--- config.mk ---
export PLATFORM = sky130hd
export DESIGN_NAME = fabric_top
export DESIGN_NICKNAME = d
export VERILOG_FILES = /design/src/verilog/fabric_bus_pkg.sv /design/src/verilog/fabric_map_pkg.sv /design/src/verilog/fabric_ctrl_regs.sv /design/src/verilog/fabric_top.sv /design/src/verilog/reserved_ident_regs.sv /design/src/verilog/wb_aperture_decode.sv
export SDC_FILE = /design/constraint.sdc
export NUM_CORES = 1
export LEC_CHECK = 0
export ABC_CLOCK_PERIOD_IN_PS = 2750
export BUFFER_PORTS_ARGS = -buffer_cell sky130_fd_sc_hd__buf_2
export CAP_MARGIN = 20
export CORE_MARGIN = 3
export CORE_UTILIZATION = 47
export DETAILED_ROUTE_END_ITERATION = 8
export PLACE_DENSITY = 0.77
export SLEW_MARGIN = 20
export SYNTH_ARGS = -nofsm -noshare
export SYNTH_HDL_FRONTEND = slang
export SYNTH_HIERARCHICAL = 1
export SYNTH_SLANG_ARGS = --single-unit
--- constraint.sdc ---
create_clock -name wb_clk_i -period 2.75 [get_ports wb_clk_i]
set_input_delay 0.55 -clock wb_clk_i [delete_from_list [all_inputs] [get_ports wb_clk_i]]
set_output_delay 0.55 -clock wb_clk_i [all_outputs]
set_load 0.03 [all_outputs]
--- src/verilog/fabric_bus_pkg.sv ---
// Wishbone bus widths and request/response types, imported by every fabric block
`default_nettype none

package fabric_bus_pkg;

    // ------------------------------------------------------------------------
    // Bus geometry
    // ------------------------------------------------------------------------
    localparam int ADDR_WIDTH    = 17;
    localparam int DATA_WIDTH    = 32;
    localparam int STB_WIDTH     = 4;
    // Aperture sits in address bits 16:11
    localparam int APER_WIDTH    = 6;
    // Word index sits in address bits 8:2
    localparam int REG_IDX_WIDTH = 7;

    // Field view of the byte address
    typedef struct packed {
        logic [APER_WIDTH-1:0]    aperture;
        logic [1:0]               unused;
        logic [REG_IDX_WIDTH-1:0] reg_index;
        logic [1:0]               byte_off;
    } fabric_addr_fields_t;

    // Same 17 bits, seen raw or split into fields
    typedef union packed {
        logic [ADDR_WIDTH-1:0] raw;
        fabric_addr_fields_t   fields;
    } fabric_addr_u;

    // ------------------------------------------------------------------------
    // Host to fabric
    // ------------------------------------------------------------------------
    typedef struct packed {
        logic                  cyc;
        logic                  stb;
        logic                  we;
        logic [STB_WIDTH-1:0]  byte_stb;
        fabric_addr_u          adr;
        logic [DATA_WIDTH-1:0] wdat;
    } wb_req_t;

    // Fabric to host, rdat valid with ack
    typedef struct packed {
        logic                  ack;
        logic [DATA_WIDTH-1:0] rdat;
    } wb_rsp_t;

endpackage

`default_nettype wire

--- src/verilog/fabric_map_pkg.sv ---
// Fabric address map, register indexes, identification constants and default read words
`default_nettype none

package fabric_map_pkg;

    // ------------------------------------------------------------------------
    // Apertures, 2 KB each
    // ------------------------------------------------------------------------
    // Byte 0x00000
    localparam logic [fabric_bus_pkg::APER_WIDTH-1:0] APER_CTRL     = 6'd0;
    // Byte 0x01800
    localparam logic [fabric_bus_pkg::APER_WIDTH-1:0] APER_RESERVED = 6'd3;

    // ------------------------------------------------------------------------
    // Word indexes
    // ------------------------------------------------------------------------
    // General control block
    localparam logic [fabric_bus_pkg::REG_IDX_WIDTH-1:0] REG_DEVICE_ID = 7'h00;
    localparam logic [fabric_bus_pkg::REG_IDX_WIDTH-1:0] REG_CLK_CTRL  = 7'h01;
    localparam logic [fabric_bus_pkg::REG_IDX_WIDTH-1:0] REG_GPIO_IN   = 7'h02;
    localparam logic [fabric_bus_pkg::REG_IDX_WIDTH-1:0] REG_GPIO_OUT  = 7'h03;
    localparam logic [fabric_bus_pkg::REG_IDX_WIDTH-1:0] REG_GPIO_OE   = 7'h04;
    localparam logic [fabric_bus_pkg::REG_IDX_WIDTH-1:0] REG_SCRATCH   = 7'h05;

    // Reserved block, top two words of its aperture
    localparam logic [fabric_bus_pkg::REG_IDX_WIDTH-1:0] REG_CUST_PROD = 7'h7E;
    localparam logic [fabric_bus_pkg::REG_IDX_WIDTH-1:0] REG_REVISIONS = 7'h7F;

    // ------------------------------------------------------------------------
    // Identification and reset values
    // ------------------------------------------------------------------------
    localparam int                         DEVICE_ID_WIDTH = 24;
    localparam logic [DEVICE_ID_WIDTH-1:0] DEVICE_ID       = 24'h00_0A45;

    localparam logic [31:0] SCRATCH_RESET = 32'h1234_5678;

    localparam logic [7:0]  CUSTOMER_ID = 8'h01;
    localparam logic [7:0]  PRODUCT_ID  = 8'h00;
    localparam logic [15:0] MAJOR_REV   = 16'h0001;
    localparam logic [15:0] MINOR_REV   = 16'h0000;

    // ------------------------------------------------------------------------
    // Default read words
    // ------------------------------------------------------------------------
    // Each one tells the host which block missed the access
    localparam logic [31:0] CTRL_DEF_VALUE     = 32'hFABD_EFAC;
    localparam logic [31:0] RESERVED_DEF_VALUE = 32'hDEFF_ABAC;
    localparam logic [31:0] UNMAPPED_VALUE     = 32'hBADF_ABAC;

endpackage

`default_nettype wire

--- src/verilog/fabric_ctrl_regs.sv ---
// General control register block: device ID, clock enables, GPIO and a scratch word
`default_nettype none
`timescale 1ns/1ps

module fabric_ctrl_regs #(
    parameter int GPIO_WIDTH = 22
) (
    input  logic                                       wb_clk_i,
    input  logic                                       rst_n_i,
    input  fabric_bus_pkg::wb_req_t                    req_i,
    input  logic                                       sel_i,
    input  logic [GPIO_WIDTH-1:0]                      gpio_in_i,
    output fabric_bus_pkg::wb_rsp_t                    rsp_o,
    output logic [GPIO_WIDTH-1:0]                      gpio_out_o,
    output logic [GPIO_WIDTH-1:0]                      gpio_oe_o,
    output logic                                       clk_4m_cntl_o,
    output logic                                       clk_1m_cntl_o,
    output logic [fabric_map_pkg::DEVICE_ID_WIDTH-1:0] device_id_o
);

    import fabric_bus_pkg::*;
    import fabric_map_pkg::*;

    logic                  ack_q;
    logic                  wr_en;
    logic [1:0]            clk_ctrl_q;
    logic [GPIO_WIDTH-1:0] gpio_out_q;
    logic [GPIO_WIDTH-1:0] gpio_oe_q;
    logic [DATA_WIDTH-1:0] scratch_q;
    logic [GPIO_WIDTH-1:0] gpio_meta_q;
    logic [GPIO_WIDTH-1:0] gpio_sync_q;
    logic [DATA_WIDTH-1:0] rdat;

    // Replace only the strobed bytes of a word
    function automatic logic [DATA_WIDTH-1:0] lane_merge(
        input logic [DATA_WIDTH-1:0] old_word,
        input logic [DATA_WIDTH-1:0] new_word,
        input logic [STB_WIDTH-1:0]  stb
    );
        logic [DATA_WIDTH-1:0] merged;
        merged = old_word;
        for (int lane = 0; lane < STB_WIDTH; lane++)
        begin
            if (stb[lane])
            begin
                merged[lane*8 +: 8] = new_word[lane*8 +: 8];
            end
        end
        return merged;
    endfunction

    // ------------------------------------------------------------------------
    // Bus handshake
    // ------------------------------------------------------------------------
    // Write lands on the same edge that raises ack
    assign wr_en = sel_i && req_i.stb && req_i.we && !ack_q;

    always_ff @(posedge wb_clk_i)
    begin
        if (!rst_n_i)
        begin
            ack_q <= 1'b0;
        end
        else
        begin
            ack_q <= sel_i && req_i.stb && !ack_q;
        end
    end

    // ------------------------------------------------------------------------
    // Writable registers
    // ------------------------------------------------------------------------
    always_ff @(posedge wb_clk_i)
    begin
        if (!rst_n_i)
        begin
            clk_ctrl_q <= '0;
            gpio_out_q <= '0;
            gpio_oe_q  <= '0;
            scratch_q  <= SCRATCH_RESET;
        end
        else if (wr_en)
        begin
            case (req_i.adr.fields.reg_index)
                REG_CLK_CTRL:
                begin
                    clk_ctrl_q <= 2'(lane_merge(DATA_WIDTH'(clk_ctrl_q), req_i.wdat,
                                                req_i.byte_stb));
                end
                REG_GPIO_OUT:
                begin
                    gpio_out_q <= GPIO_WIDTH'(lane_merge(DATA_WIDTH'(gpio_out_q),
                                                         req_i.wdat, req_i.byte_stb));
                end
                REG_GPIO_OE:
                begin
                    gpio_oe_q <= GPIO_WIDTH'(lane_merge(DATA_WIDTH'(gpio_oe_q),
                                                        req_i.wdat, req_i.byte_stb));
                end
                REG_SCRATCH:
                begin
                    scratch_q <= lane_merge(scratch_q, req_i.wdat, req_i.byte_stb);
                end
                default:
                begin
                    // ID, GPIO input and holes are read only
                end
            endcase
        end
    end

    // Two-flop synchronizer for the asynchronous pins
    always_ff @(posedge wb_clk_i)
    begin
        gpio_meta_q <= gpio_in_i;
        gpio_sync_q <= gpio_meta_q;
    end

    // ------------------------------------------------------------------------
    // Read mux
    // ------------------------------------------------------------------------
    always_comb
    begin
        case (req_i.adr.fields.reg_index)
            REG_DEVICE_ID: rdat = DATA_WIDTH'(DEVICE_ID);
            REG_CLK_CTRL:  rdat = DATA_WIDTH'(clk_ctrl_q);
            REG_GPIO_IN:   rdat = DATA_WIDTH'(gpio_sync_q);
            REG_GPIO_OUT:  rdat = DATA_WIDTH'(gpio_out_q);
            REG_GPIO_OE:   rdat = DATA_WIDTH'(gpio_oe_q);
            REG_SCRATCH:   rdat = scratch_q;
            default:       rdat = CTRL_DEF_VALUE;
        endcase
    end

    assign rsp_o = '{ack: ack_q, rdat: rdat};

    assign gpio_out_o    = gpio_out_q;
    assign gpio_oe_o     = gpio_oe_q;
    // Bit 1 enables the 4 MHz clock, bit 0 the 1 MHz clock
    assign clk_4m_cntl_o = clk_ctrl_q[1];
    assign clk_1m_cntl_o = clk_ctrl_q[0];
    assign device_id_o   = DEVICE_ID;

    // Request stays open and addressed the same from acceptance through ack
    assert property (
        @(posedge wb_clk_i) disable iff (!rst_n_i)
        rsp_o.ack |-> req_i.stb && $stable(req_i.adr)
    )
    else
    begin
        $error("Control block request changed before its ack");
    end

endmodule

`default_nettype wire

--- src/verilog/fabric_top.sv ---
// Fabric top level: one Wishbone slave port fanned out to the control and reserved blocks
`default_nettype none
`timescale 1ns/1ps

module fabric_top #(
    parameter int GPIO_WIDTH     = 22,
    parameter int TIMEOUT_CYCLES = 7
) (
    input  logic                                       wb_clk_i,
    input  logic                                       rst_n_i,
    input  fabric_bus_pkg::wb_req_t                    wb_req_i,
    input  logic [GPIO_WIDTH-1:0]                      gpio_in_i,
    output fabric_bus_pkg::wb_rsp_t                    wb_rsp_o,
    output logic [GPIO_WIDTH-1:0]                      gpio_out_o,
    output logic [GPIO_WIDTH-1:0]                      gpio_oe_o,
    output logic                                       clk_4m_cntl_o,
    output logic                                       clk_1m_cntl_o,
    output logic [fabric_map_pkg::DEVICE_ID_WIDTH-1:0] device_id_o
);

    import fabric_bus_pkg::*;

    logic    sel_ctrl;
    logic    sel_rsv;
    logic    timeout_ack;
    wb_rsp_t ctrl_rsp;
    wb_rsp_t rsv_rsp;

    // ------------------------------------------------------------------------
    // Decode and response merge
    // ------------------------------------------------------------------------
    wb_aperture_decode wb_aperture_decode_inst (
        .wb_clk_i      (wb_clk_i),
        .rst_n_i       (rst_n_i),
        .req_i         (wb_req_i),
        .ctrl_rsp_i    (ctrl_rsp),
        .rsv_rsp_i     (rsv_rsp),
        .timeout_ack_i (timeout_ack),
        .sel_ctrl_o    (sel_ctrl),
        .sel_rsv_o     (sel_rsv),
        .bus_rsp_o     (wb_rsp_o)
    );

    // ------------------------------------------------------------------------
    // Register blocks
    // ------------------------------------------------------------------------
    fabric_ctrl_regs #(
        .GPIO_WIDTH (GPIO_WIDTH)
    ) fabric_ctrl_regs_inst (
        .wb_clk_i      (wb_clk_i),
        .rst_n_i       (rst_n_i),
        .req_i         (wb_req_i),
        .sel_i         (sel_ctrl),
        .gpio_in_i     (gpio_in_i),
        .rsp_o         (ctrl_rsp),
        .gpio_out_o    (gpio_out_o),
        .gpio_oe_o     (gpio_oe_o),
        .clk_4m_cntl_o (clk_4m_cntl_o),
        .clk_1m_cntl_o (clk_1m_cntl_o),
        .device_id_o   (device_id_o)
    );

    // Watches the merged bus ack to spot unclaimed cycles
    reserved_ident_regs #(
        .TIMEOUT_CYCLES (TIMEOUT_CYCLES)
    ) reserved_ident_regs_inst (
        .wb_clk_i      (wb_clk_i),
        .rst_n_i       (rst_n_i),
        .req_i         (wb_req_i),
        .sel_i         (sel_rsv),
        .bus_ack_i     (wb_rsp_o.ack),
        .rsp_o         (rsv_rsp),
        .timeout_ack_o (timeout_ack)
    );

endmodule

`default_nettype wire

--- src/verilog/reserved_ident_regs.sv ---
// Identification block: customer, product and revision words plus the bus timeout ack
`default_nettype none
`timescale 1ns/1ps

module reserved_ident_regs #(
    parameter int TIMEOUT_CYCLES = 7
) (
    input  logic                    wb_clk_i,
    input  logic                    rst_n_i,
    input  fabric_bus_pkg::wb_req_t req_i,
    input  logic                    sel_i,
    input  logic                    bus_ack_i,
    output fabric_bus_pkg::wb_rsp_t rsp_o,
    output logic                    timeout_ack_o
);

    import fabric_bus_pkg::*;
    import fabric_map_pkg::*;

    localparam int                  CNT_WIDTH   = $clog2(TIMEOUT_CYCLES + 1);
    localparam logic [CNT_WIDTH-1:0] TIMEOUT_CNT = CNT_WIDTH'(TIMEOUT_CYCLES);

    logic                  ack_q;
    logic                  timeout_q;
    logic                  pending;
    logic [CNT_WIDTH-1:0]  cnt_q;
    logic [DATA_WIDTH-1:0] rdat;

    // ------------------------------------------------------------------------
    // Own aperture, writes acked and dropped
    // ------------------------------------------------------------------------
    always_ff @(posedge wb_clk_i)
    begin
        if (!rst_n_i)
        begin
            ack_q <= 1'b0;
        end
        else
        begin
            ack_q <= sel_i && req_i.stb && !ack_q;
        end
    end

    always_comb
    begin
        case (req_i.adr.fields.reg_index)
            REG_CUST_PROD: rdat = {CUSTOMER_ID, PRODUCT_ID, 16'h0000};
            REG_REVISIONS: rdat = {MAJOR_REV, MINOR_REV};
            default:       rdat = RESERVED_DEF_VALUE;
        endcase
    end

    assign rsp_o = '{ack: ack_q, rdat: rdat};

    // ------------------------------------------------------------------------
    // Unclaimed cycle timeout
    // ------------------------------------------------------------------------
    // Open bus cycle that nobody has answered yet
    assign pending = req_i.cyc && req_i.stb && !bus_ack_i && !timeout_q;

    always_ff @(posedge wb_clk_i)
    begin
        if (!rst_n_i)
        begin
            cnt_q     <= '0;
            timeout_q <= 1'b0;
        end
        else if (pending)
        begin
            if (cnt_q == TIMEOUT_CNT)
            begin
                cnt_q     <= '0;
                timeout_q <= 1'b1;
            end
            else
            begin
                cnt_q     <= cnt_q + 1'b1;
                timeout_q <= 1'b0;
            end
        end
        else
        begin
            // Any ack or a dropped strobe restarts the count
            cnt_q     <= '0;
            timeout_q <= 1'b0;
        end
    end

    assign timeout_ack_o = timeout_q;

    // Timeout never lands on a cycle this block answers itself
    assert property (
        @(posedge wb_clk_i) disable iff (!rst_n_i)
        timeout_ack_o |-> !rsp_o.ack
    )
    else
    begin
        $error("Timeout ack on a cycle that another block had claimed");
    end

endmodule

`default_nettype wire

--- src/verilog/wb_aperture_decode.sv ---
// Aperture decoder: turns the address into block selects and merges the block responses
`default_nettype none
`timescale 1ns/1ps

module wb_aperture_decode (
    input  logic                    wb_clk_i,
    input  logic                    rst_n_i,
    input  fabric_bus_pkg::wb_req_t req_i,
    input  fabric_bus_pkg::wb_rsp_t ctrl_rsp_i,
    input  fabric_bus_pkg::wb_rsp_t rsv_rsp_i,
    input  logic                    timeout_ack_i,
    output logic                    sel_ctrl_o,
    output logic                    sel_rsv_o,
    output fabric_bus_pkg::wb_rsp_t bus_rsp_o
);

    import fabric_bus_pkg::*;
    import fabric_map_pkg::*;

    logic [APER_WIDTH-1:0] aperture;

    // Field view of the address union
    assign aperture = req_i.adr.fields.aperture;

    // ------------------------------------------------------------------------
    // Block selects
    // ------------------------------------------------------------------------
    // Qualified by cyc only, each block adds stb itself
    assign sel_ctrl_o = req_i.cyc && (aperture == APER_CTRL);
    assign sel_rsv_o  = req_i.cyc && (aperture == APER_RESERVED);

    // ------------------------------------------------------------------------
    // Response merge
    // ------------------------------------------------------------------------
    always_comb
    begin
        // Timeout ack closes cycles to unmapped apertures
        bus_rsp_o.ack = ctrl_rsp_i.ack | rsv_rsp_i.ack | timeout_ack_i;

        case (aperture)
            APER_CTRL:
            begin
                bus_rsp_o.rdat = ctrl_rsp_i.rdat;
            end
            APER_RESERVED:
            begin
                bus_rsp_o.rdat = rsv_rsp_i.rdat;
            end
            default:
            begin
                bus_rsp_o.rdat = UNMAPPED_VALUE;
            end
        endcase
    end

    // Only one source may close a cycle, the timeout included
    assert property (
        @(posedge wb_clk_i) disable iff (!rst_n_i)
        $onehot0({ctrl_rsp_i.ack, rsv_rsp_i.ack, timeout_ack_i})
    )
    else
    begin
        $error("More than one ack source active in the same cycle");
    end

endmodule

`default_nettype wire
Yosys cells after proc, flatten, opt, wreduce, memory -nomap -nowiden
Index checks and enable logic that the tools add are counted.
- $add $sub $neg: 1
- equality and inequality tests: 9
- multiplexer cells: 4
- bitwise operators: 4
- reductions and logical operators: 30
- operators with widths (operator ; count):
    32-bit one-hot mux with 6 select lines ; 1
    32-bit one-hot mux with 2 select lines ; 2
    3-bit AND reduction ; 11
    7-bit by 2-bit equality test with 1-bit output (second input constant) ; 2
    7-bit by 3-bit equality test with 1-bit output (second input constant) ; 2
    7-bit equality test (second input constant) ; 2
    1-bit logical AND ; 11
    7-bit by 1-bit equality test with 1-bit output (second input constant) ; 1
    7-bit logical NOT ; 1
    6-bit by 2-bit equality test with 1-bit output (second input constant) ; 1
    6-bit logical NOT ; 1
    1-bit logical NOT ; 4
    3-bit by 1-bit adder with 3-bit output (second input constant) ; 1
    3-bit equality test (second input constant) ; 1
    3-bit OR reduction ; 1
    1-bit NOT ; 2
    1-bit OR ; 2
    2-bit AND reduction ; 1
    1-bit two-way mux ; 1
- flip-flop bits (word level): 128
- output and inout port bits: 103

Logic depth before layout (Yosys ltp)
Gate-level depths: netlist of the first run.
- depth in word-level cells: 7
- depth in mapped cells: 9
- gate-level depth less buffers: 6

By module
Netlist of the first run, hierarchy kept.
- by module, submodules not included (module ; instances ; cells an instance ; area an instance (um^2) ; sequential area each (um^2)):
    fabric_ctrl_regs ; 1 ; 532 ; 4898.4 ; 2462.4
    wb_aperture_decode ; 1 ; 118 ; 770.7 ; 0.0
    reserved_ident_regs ; 1 ; 50 ; 449.2 ; 100.1

Least setup slack after synthesis of the first run
No wires, ideal clock.
- path kind: input -> output
- start: input port wb_req_i[39] (netlist name)
- end: output port wb_rsp_o[30] (netlist name)
- arrival: 2.510 ns
- setup slack: -0.310 ns
- stages on the path: 7
- cells stage by stage: nor4_4 > buf_6 > and3_1 > buf_2 > a21o_1 > or3b_2 > a21oi_1
- RTL lines (item ; RTL line ; RTL):
    from (decl) ; fabric_top.sv:11 ; input fabric_bus_pkg::wb_req_t wb_req_i,
    to (decl) ; fabric_top.sv:13 ; output fabric_bus_pkg::wb_rsp_t wb_rsp_o,

==> results of run 1 <==
## synth_stat cells (all sizes together)
cell type  number  area [um^2]
and3b          21          184
inv             2         7.51
clkbuf         23         88.8
o22ai           3         18.8
and4            2         17.5
a21o            7         52.6
nor4            2         27.5
mux2           29          327
nand4          11         98.8
nor2b           7         43.8
mux2i          24          240
nor2            3         11.3
nand2          69          259
dfxtp         128         2560
nand2b          1         6.26
a21oi          31          193
o21ai         110          551
nand3          76          380
nor4b           3         38.8
o221ai          1         8.76
and2b           1         7.51
and3            1         6.26
buf            89          597
and2            7         43.8
or3             2         12.5
or2             1         6.26
or3b           11         96.3
ha              2         25.0
and4bb          3         37.5
and4b           3         30.0
nor3           22          110
conb            3         11.3
or4             2         18.8
## metrics by stage
step	total power, uW	setup TNS (ns)	hold WS [ns]	worst slack [ns]	instances
2_1_floorplan	2190	-0.0536	0.310	-0.0536	729
3_3_place_gp	2280	-0.541	0.311	-0.182	987
3_5_place_dp	2280	-0.653	0.312	-0.186	987
4_1_cts	4920	-0.275	0.210	-0.0785	1022
5_1_grt	5050	-0.439	0.211	-0.132	1028
6_report	4900	-0.105	0.226	-0.0788	1029
## layer usage
layer  GRT usage  vias up
met1       0.302     2529
li1            -     2673
met4      0.0873        2
met3      0.0759       35
met2       0.355      221
met5           0        -
## final timing paths
| check | start | to | slack (ns) | depth (start not counted) |
|---|---|---|---|---|
| hold reg to reg | fabric_ctrl_regs_inst/gpio_meta_q[20]$_DFF_P_ | fabric_ctrl_regs_inst/gpio_sync_q[20]$_DFF_P_ | 0.32 | 0 |
| setup reg to reg | fabric_ctrl_regs_inst/ack_q$_SDFF_PN0_ | fabric_ctrl_regs_inst/scratch_q[6]$_SDFFE_PN1P_ | 1.24 | 5 |
| hold / removal | gpio_in_i[4] | fabric_ctrl_regs_inst/gpio_meta_q[4]$_DFF_P_ | 0.23 | 1 |
| setup / recovery | wb_req_i[38] | wb_rsp_o[0] | -0.08 | 8 |
## kinds of logic (layout without fill, tap and decap cells)
group                    count (synthesis)  after routing  synth area share
buffers and inverters                  114            241             0.113
AND/OR/NAND/NOR                        248            248             0.235
adder cells (fa/ha/maj)                  2              2           0.00409
AO/OA/AOI/OAI                          152            152             0.135
other                                    3             33           0.00184
multiplexers                            53             53            0.0926
flip-flops                             128            128             0.419
## report_power, final
| group | switching [uW] | internal (uW) | total, uW |
|---|---|---|---|
| Sequential | 7.99 | 1890 | 1900 |
| Clock | 844 | 1780 | 2620 |
| Combinational | 235 | 144 | 380 |
| Total | 1090 | 3810 | 4900 |
## state kept, by name, summed over array words and instances, names as in the netlist
name / cells
fabric_ctrl_regs_inst/clk_ctrl_q: 2
fabric_ctrl_regs_inst/scratch_q: 32
fabric_ctrl_regs_inst/gpio_meta_q: 22
reserved_ident_regs_inst/timeout_ack_o: 1
fabric_ctrl_regs_inst/gpio_sync_q: 22
fabric_ctrl_regs_inst/ack_q: 1
reserved_ident_regs_inst/ack_q: 1
fabric_ctrl_regs_inst/gpio_oe_o: 22
fabric_ctrl_regs_inst/gpio_out_o: 22
reserved_ident_regs_inst/cnt_q: 3
## timing repair
item | in CTS | in global routing
endpoints found under the hold margin | 0 | 0
resized for setup | 41 | 34
buffers inserted | 3 | 7
pin swaps | 14 | 15
endpoints found under the setup margin | 11 | 30
## layout make-up
| type | instances | share of cell area |
|---|---|---|
| Inverter | 2 | 0.000939 |
| Multi-Input combinational cell | 487 | 0.394 |
| Clock buffer | 20 | 0.0584 |
| Clock inverter | 12 | 0.0286 |
| Timing Repair Buffer | 207 | 0.171 |
| Tap cell | 172 | 0.0269 |
| Sequential cell | 128 | 0.321 |
| Antenna cell | 1 | 0.000313 |
==> flow_metrics.tcl, run 1 <==
set metrics [dict create \
    seqCellArea_mm2 0.00256 \
    vdd_drop_max_mv 0.424 \
    final_common_cell "buf_2" \
    synth_area_mm2 0.00612 \
    antenna_found_initial 1 \
    ys_warn_count 6 \
    finClkSkew_ns 0.00843 \
    multi_input_area_mm2 0.00315 \
    setup_violations 2 \
    wl_um 16900 \
    drive_above_1_share 0.371 \
    dp_hpwl_um 11400 \
    htree_levels 4 \
    seq_area_frac_synth 0.419 \
    clock-sinks 128 \
    overflow 0 \
    cp_top_family "simple AND/OR/NAND/NOR gates" \
    critPathMaxStageDelay_ns 0.57 \
    critical_path_arrival_ns 2.28 \
    hold_path.class "input pin to register" \
    die_area_mm2 0.0144 \
    dpl_cell_area_mm2 0.00699 \
    fin_crit_sh 1.03 \
    drv_cap 0 \
    fill_cells 1108 \
    grt_max_degree 50 \
    met1_length_um 7500 \
    fp.dieW_um 120 \
    syn_inst 700 \
    cts_buffers 17 \
    first_pass_iters 5 \
    viasPerCell 5.31 \
    critical_path_peak_fanout 3 \
    avgSynthCellArea_um2 8.74 \
    num_io_pins 183 \
    layout_min_cycle_time_ns 2.83 \
    cts_tree "built" \
    synthToLayoutAreaGrowth_pct 30.7 \
    yosys.cell_types.count 44 \
    leakagePower_uw 0.00355 \
    dr_wl_met3_um 1340 \
    port_buffers 154 \
    wl_met2_um 7670 \
    final_cell_mix "buf_2 (134), dfxtp_1 (128), o21ai_0 (93), nand3_1 (75), nand2_1 (64)" \
    cp_slowest_cell "or4_4" \
    outcome "finished with violations" \
    rsz0062_at_grt "yes" \
    die_h_um 120 \
    hold_viol_final 0 \
    crit_required_ns 2.20 \
    start_util 0.483 \
    vias 5460 \
    gp_congestion 0.861 \
    cp-end-kind "output port" \
    num_rows 41 \
    antenna_left 0 \
    insertion_delay_ns 0.42 \
    wl_per_cell_um 16.4 \
    dr.max_layer_used "met5" \
    crit_chain "buf_8 > or4_4 > nor2_4 > o21ai_2 > o221ai_2 > or3b_4 > a21oi_4 > buf_6" \
    fin_util 0.631 \
    drc_errors 0 \
    fin_ws_ns -0.0788 \
    crit_path_start_kind "input pin" \
    first_iter_violations 298 \
    fmax_mhz 354 \
    ys_ff_latch 128 \
    critPathBufInv 2 \
    slew_viol_final 0 \
    cts_hold_buf 0 \
    critPathKind "input pin to output port" \
    clk_pin_slew_worst_paths_ns 0.06 \
    num-nets-final 925 \
    clk_path_buf_depth 2 \
    final_cell_area_mm2 0.00799 \
    core_area_mm2 0.0127 \
    violations "negative setup slack" \
    grt_pass1_wl_um 26200 \
    grt_pass1_vias 5097 \
    cts_root_buffer "clkbuf_16" \
    p_per_area_mw_per_mm2 613 \
    grt_use_total 0.231 \
]
Note: power is estimated with default switching activity, not from simulation.
==> run 2, diff against run 1 <==
PLACE_DENSITY = 0.8   (was 0.77)
==> run 2 against run 1 <==
Effect of this change: combinational power fell by 3%; the flow still finishes with violations (negative setup slack); critical path depth unchanged; largest power group unchanged; routed wire length is 0.97% lower; largest cell class unchanged; critical path type unchanged; maximum frequency up 0.80%; clock power decreased by 11%; worst hold slack improved by 0.0048 ns; critical endpoint is now wb_rsp_o[6]; die area did not move.
==> flow_metrics.tcl, run 2 (synthesized netlist as in run 1, its figures left out) <==
set metrics [dict create \
    seqCellArea_mm2 0.00256 \
    start_util 0.483 \
    grt_max_degree 61 \
    fill_cells 1107 \
    synthToLayoutAreaGrowth_pct 28.0 \
    fmax_mhz 356 \
    fp.dieW_um 120 \
    outcome "finished with violations" \
    p_per_area_mw_per_mm2 585 \
    drc_errors 0 \
    dp_hpwl_um 11400 \
    top_register "fabric_ctrl_regs_inst/scratch_q" \
    rr_startpoint "fabric_ctrl_regs_inst/ack_q$_SDFF_PN0_" \
    reg2reg_to "fabric_ctrl_regs_inst/scratch_q[29]$_SDFFE_PN0P_" \
    num_antenna_cells 0 \
    grt_pass1_wl_um 25500 \
    num_rows 41 \
    hold_start "gpio_in_i[11]" \
    grt_use_total 0.227 \
    tightest_slew_ns 0.556 \
    num_io_pins 183 \
    final_cell_mix "buf_2 (138), dfxtp_1 (128), o21ai_0 (92), nand3_1 (76), nand2_1 (67)" \
    tns_ns -0.0721 \
    clockPowerShare 0.505 \
    clk_pin_slew_worst_paths_ns 0.05 \
    finClkSkew_ns 0.00723 \
    die_h_um 120 \
    first_pass_iters 5 \
    first_iter_violations 398 \
    worst_slew_margin_rel 0.629 \
    die_area_mm2 0.0144 \
    p_int_uw 3590 \
    viasPerCell 5.28 \
    drive_above_1_share 0.363 \
    fin_ws_ns -0.0564 \
    fin_crit_sh 1.02 \
    largest_reg_flops 32 \
    fin_util 0.618 \
    multi_input_area_mm2 0.00312 \
    r2r_setup_slack_ns 1.22 \
    setup_violations 2 \
    antenna_found_initial 1 \
    wl_um 16700 \
    r2r.worst_path.cells 7 \
    whs_path_depth 1 \
    p_seq_frac 0.415 \
    antenna_left 0 \
    net-switching-power_uw 999 \
    insertion_delay_ns 0.42 \
    cts_root_buffer "clkbuf_16" \
    slew_viol_final 0 \
    overflow 0 \
    sw_frac_of_total 0.218 \
    holdPathEnd "fabric_ctrl_regs_inst/gpio_meta_q[11]$_DFF_P_" \
    gp_congestion 0.818 \
    clk_path_buf_depth 2 \
    timing.hold.ws_ns 0.231 \
    cts_tree "built" \
    cp-end-kind "output port" \
    wl_per_cell_um 16.3 \
    grt_pass1_vias 4964 \
    crit_required_ns 2.20 \
    vdd_drop_max_mv 0.551 \
    port_buffers 154 \
    critical_path_arrival_ns 2.26 \
    rsz0062_at_grt "yes" \
    htree_levels 4 \
    num-nets-final 923 \
    critical_path_peak_fanout 3 \
    total_power_uw 4590 \
    violations "negative setup slack" \
    hold_viol_final 0 \
    drv_cap 0 \
    cts_buffers 17 \
    clock-sinks 128 \
    pwr-share-comb 0.080 \
    crit_path_start_kind "input pin" \
    startpoint "wb_req_i[37]" \
    vias 5405 \
    layout_min_cycle_time_ns 2.81 \
    leakagePower_uw 0.00347 \
    hold_path.class "input pin to register" \
    critPathKind "input pin to output port" \
    core_area_mm2 0.0127 \
    final_common_cell "buf_2" \
]
-- run 2: cell types whose count changed in the layout (fill, tap and decap cells not counted), moves of 3 or more --
cell / before / now
bufinv_16: 6 / 3
buf_2: 134 / 138
buf_6: 16 / 11
nand2_4: 3 / 0
clkinvlp_4: 3 / 0
clkbuf_8: 3 / 6
nand2_1: 64 / 67
-- run 2: per-layer routing --
metal / vias up / part of all wire / track usage
met5: - / 0.00066 / 0
met4: 2 / 0.022 / 0.0873
met3: 32 / 0.070 / 0.0674
met2: 190 / 0.46 / 0.355
met1: 2514 / 0.45 / 0.294
li1: 2667 / - / -
-- run 2: layout make-up --
type,count,share of cell area
clock inverter,5,0.0128
timing repair buffer,205,0.168
inverter,2,0.000958
sequential,128,0.327
tap,172,0.0275
multi-input combinational,487,0.398
clock buffer,25,0.0658
-- run 2: stage by stage --
step	worst slack, ns	area [um^2]	cells
global route	-0.0881	7830	1024
floorplan	-0.0536	6300	729
detailed placement	-0.210	7010	988
finish	-0.0564	7830	1024
CTS	-0.0307	7710	1021
global placement	-0.184	7010	988
-- run 2: how the worst max path moves through the flow --
stage                               to  slack (ns)  cells after the start
final                      wb_rsp_o[6]       -0.06                      8
after global routing       wb_rsp_o[6]       -0.09                      8
after CTS                 wb_rsp_o[12]       -0.03                      7
after detailed placement   wb_rsp_o[0]       -0.21                      8
after global placement     wb_rsp_o[0]       -0.18                      8
after floorplan           wb_rsp_o[30]       -0.05                      7
-- run 2: timing repair --
action / CTS / global route
hold endpoints to repair: 0 / 0
hold buffers: 0 / 0
gates resized for setup: 22 / 33
setup endpoints to repair: 19 / 26
buffers inserted: 3 / 3
pin swaps: 4 / 9
-- run 2: critical path, cell delays in order --
cell     delay (ns)
buf_8          0.10
or4_4          0.58
nor2_4         0.15
o21ai_1        0.09
nand3_1        0.08
or3b_4         0.39
a21oi_4        0.16
buf_6          0.14
-- run 2: power by group through the flow --
stage                     sequential, uW  combinational [uW]  clock [uW]
final                               1900                 369        2320
after global routing                1900                 399        2430
after CTS                           1900                 353        2350
after detailed placement            1940                 345           0
after global placement              1940                 341           0
after floorplan                     1940                 251           0
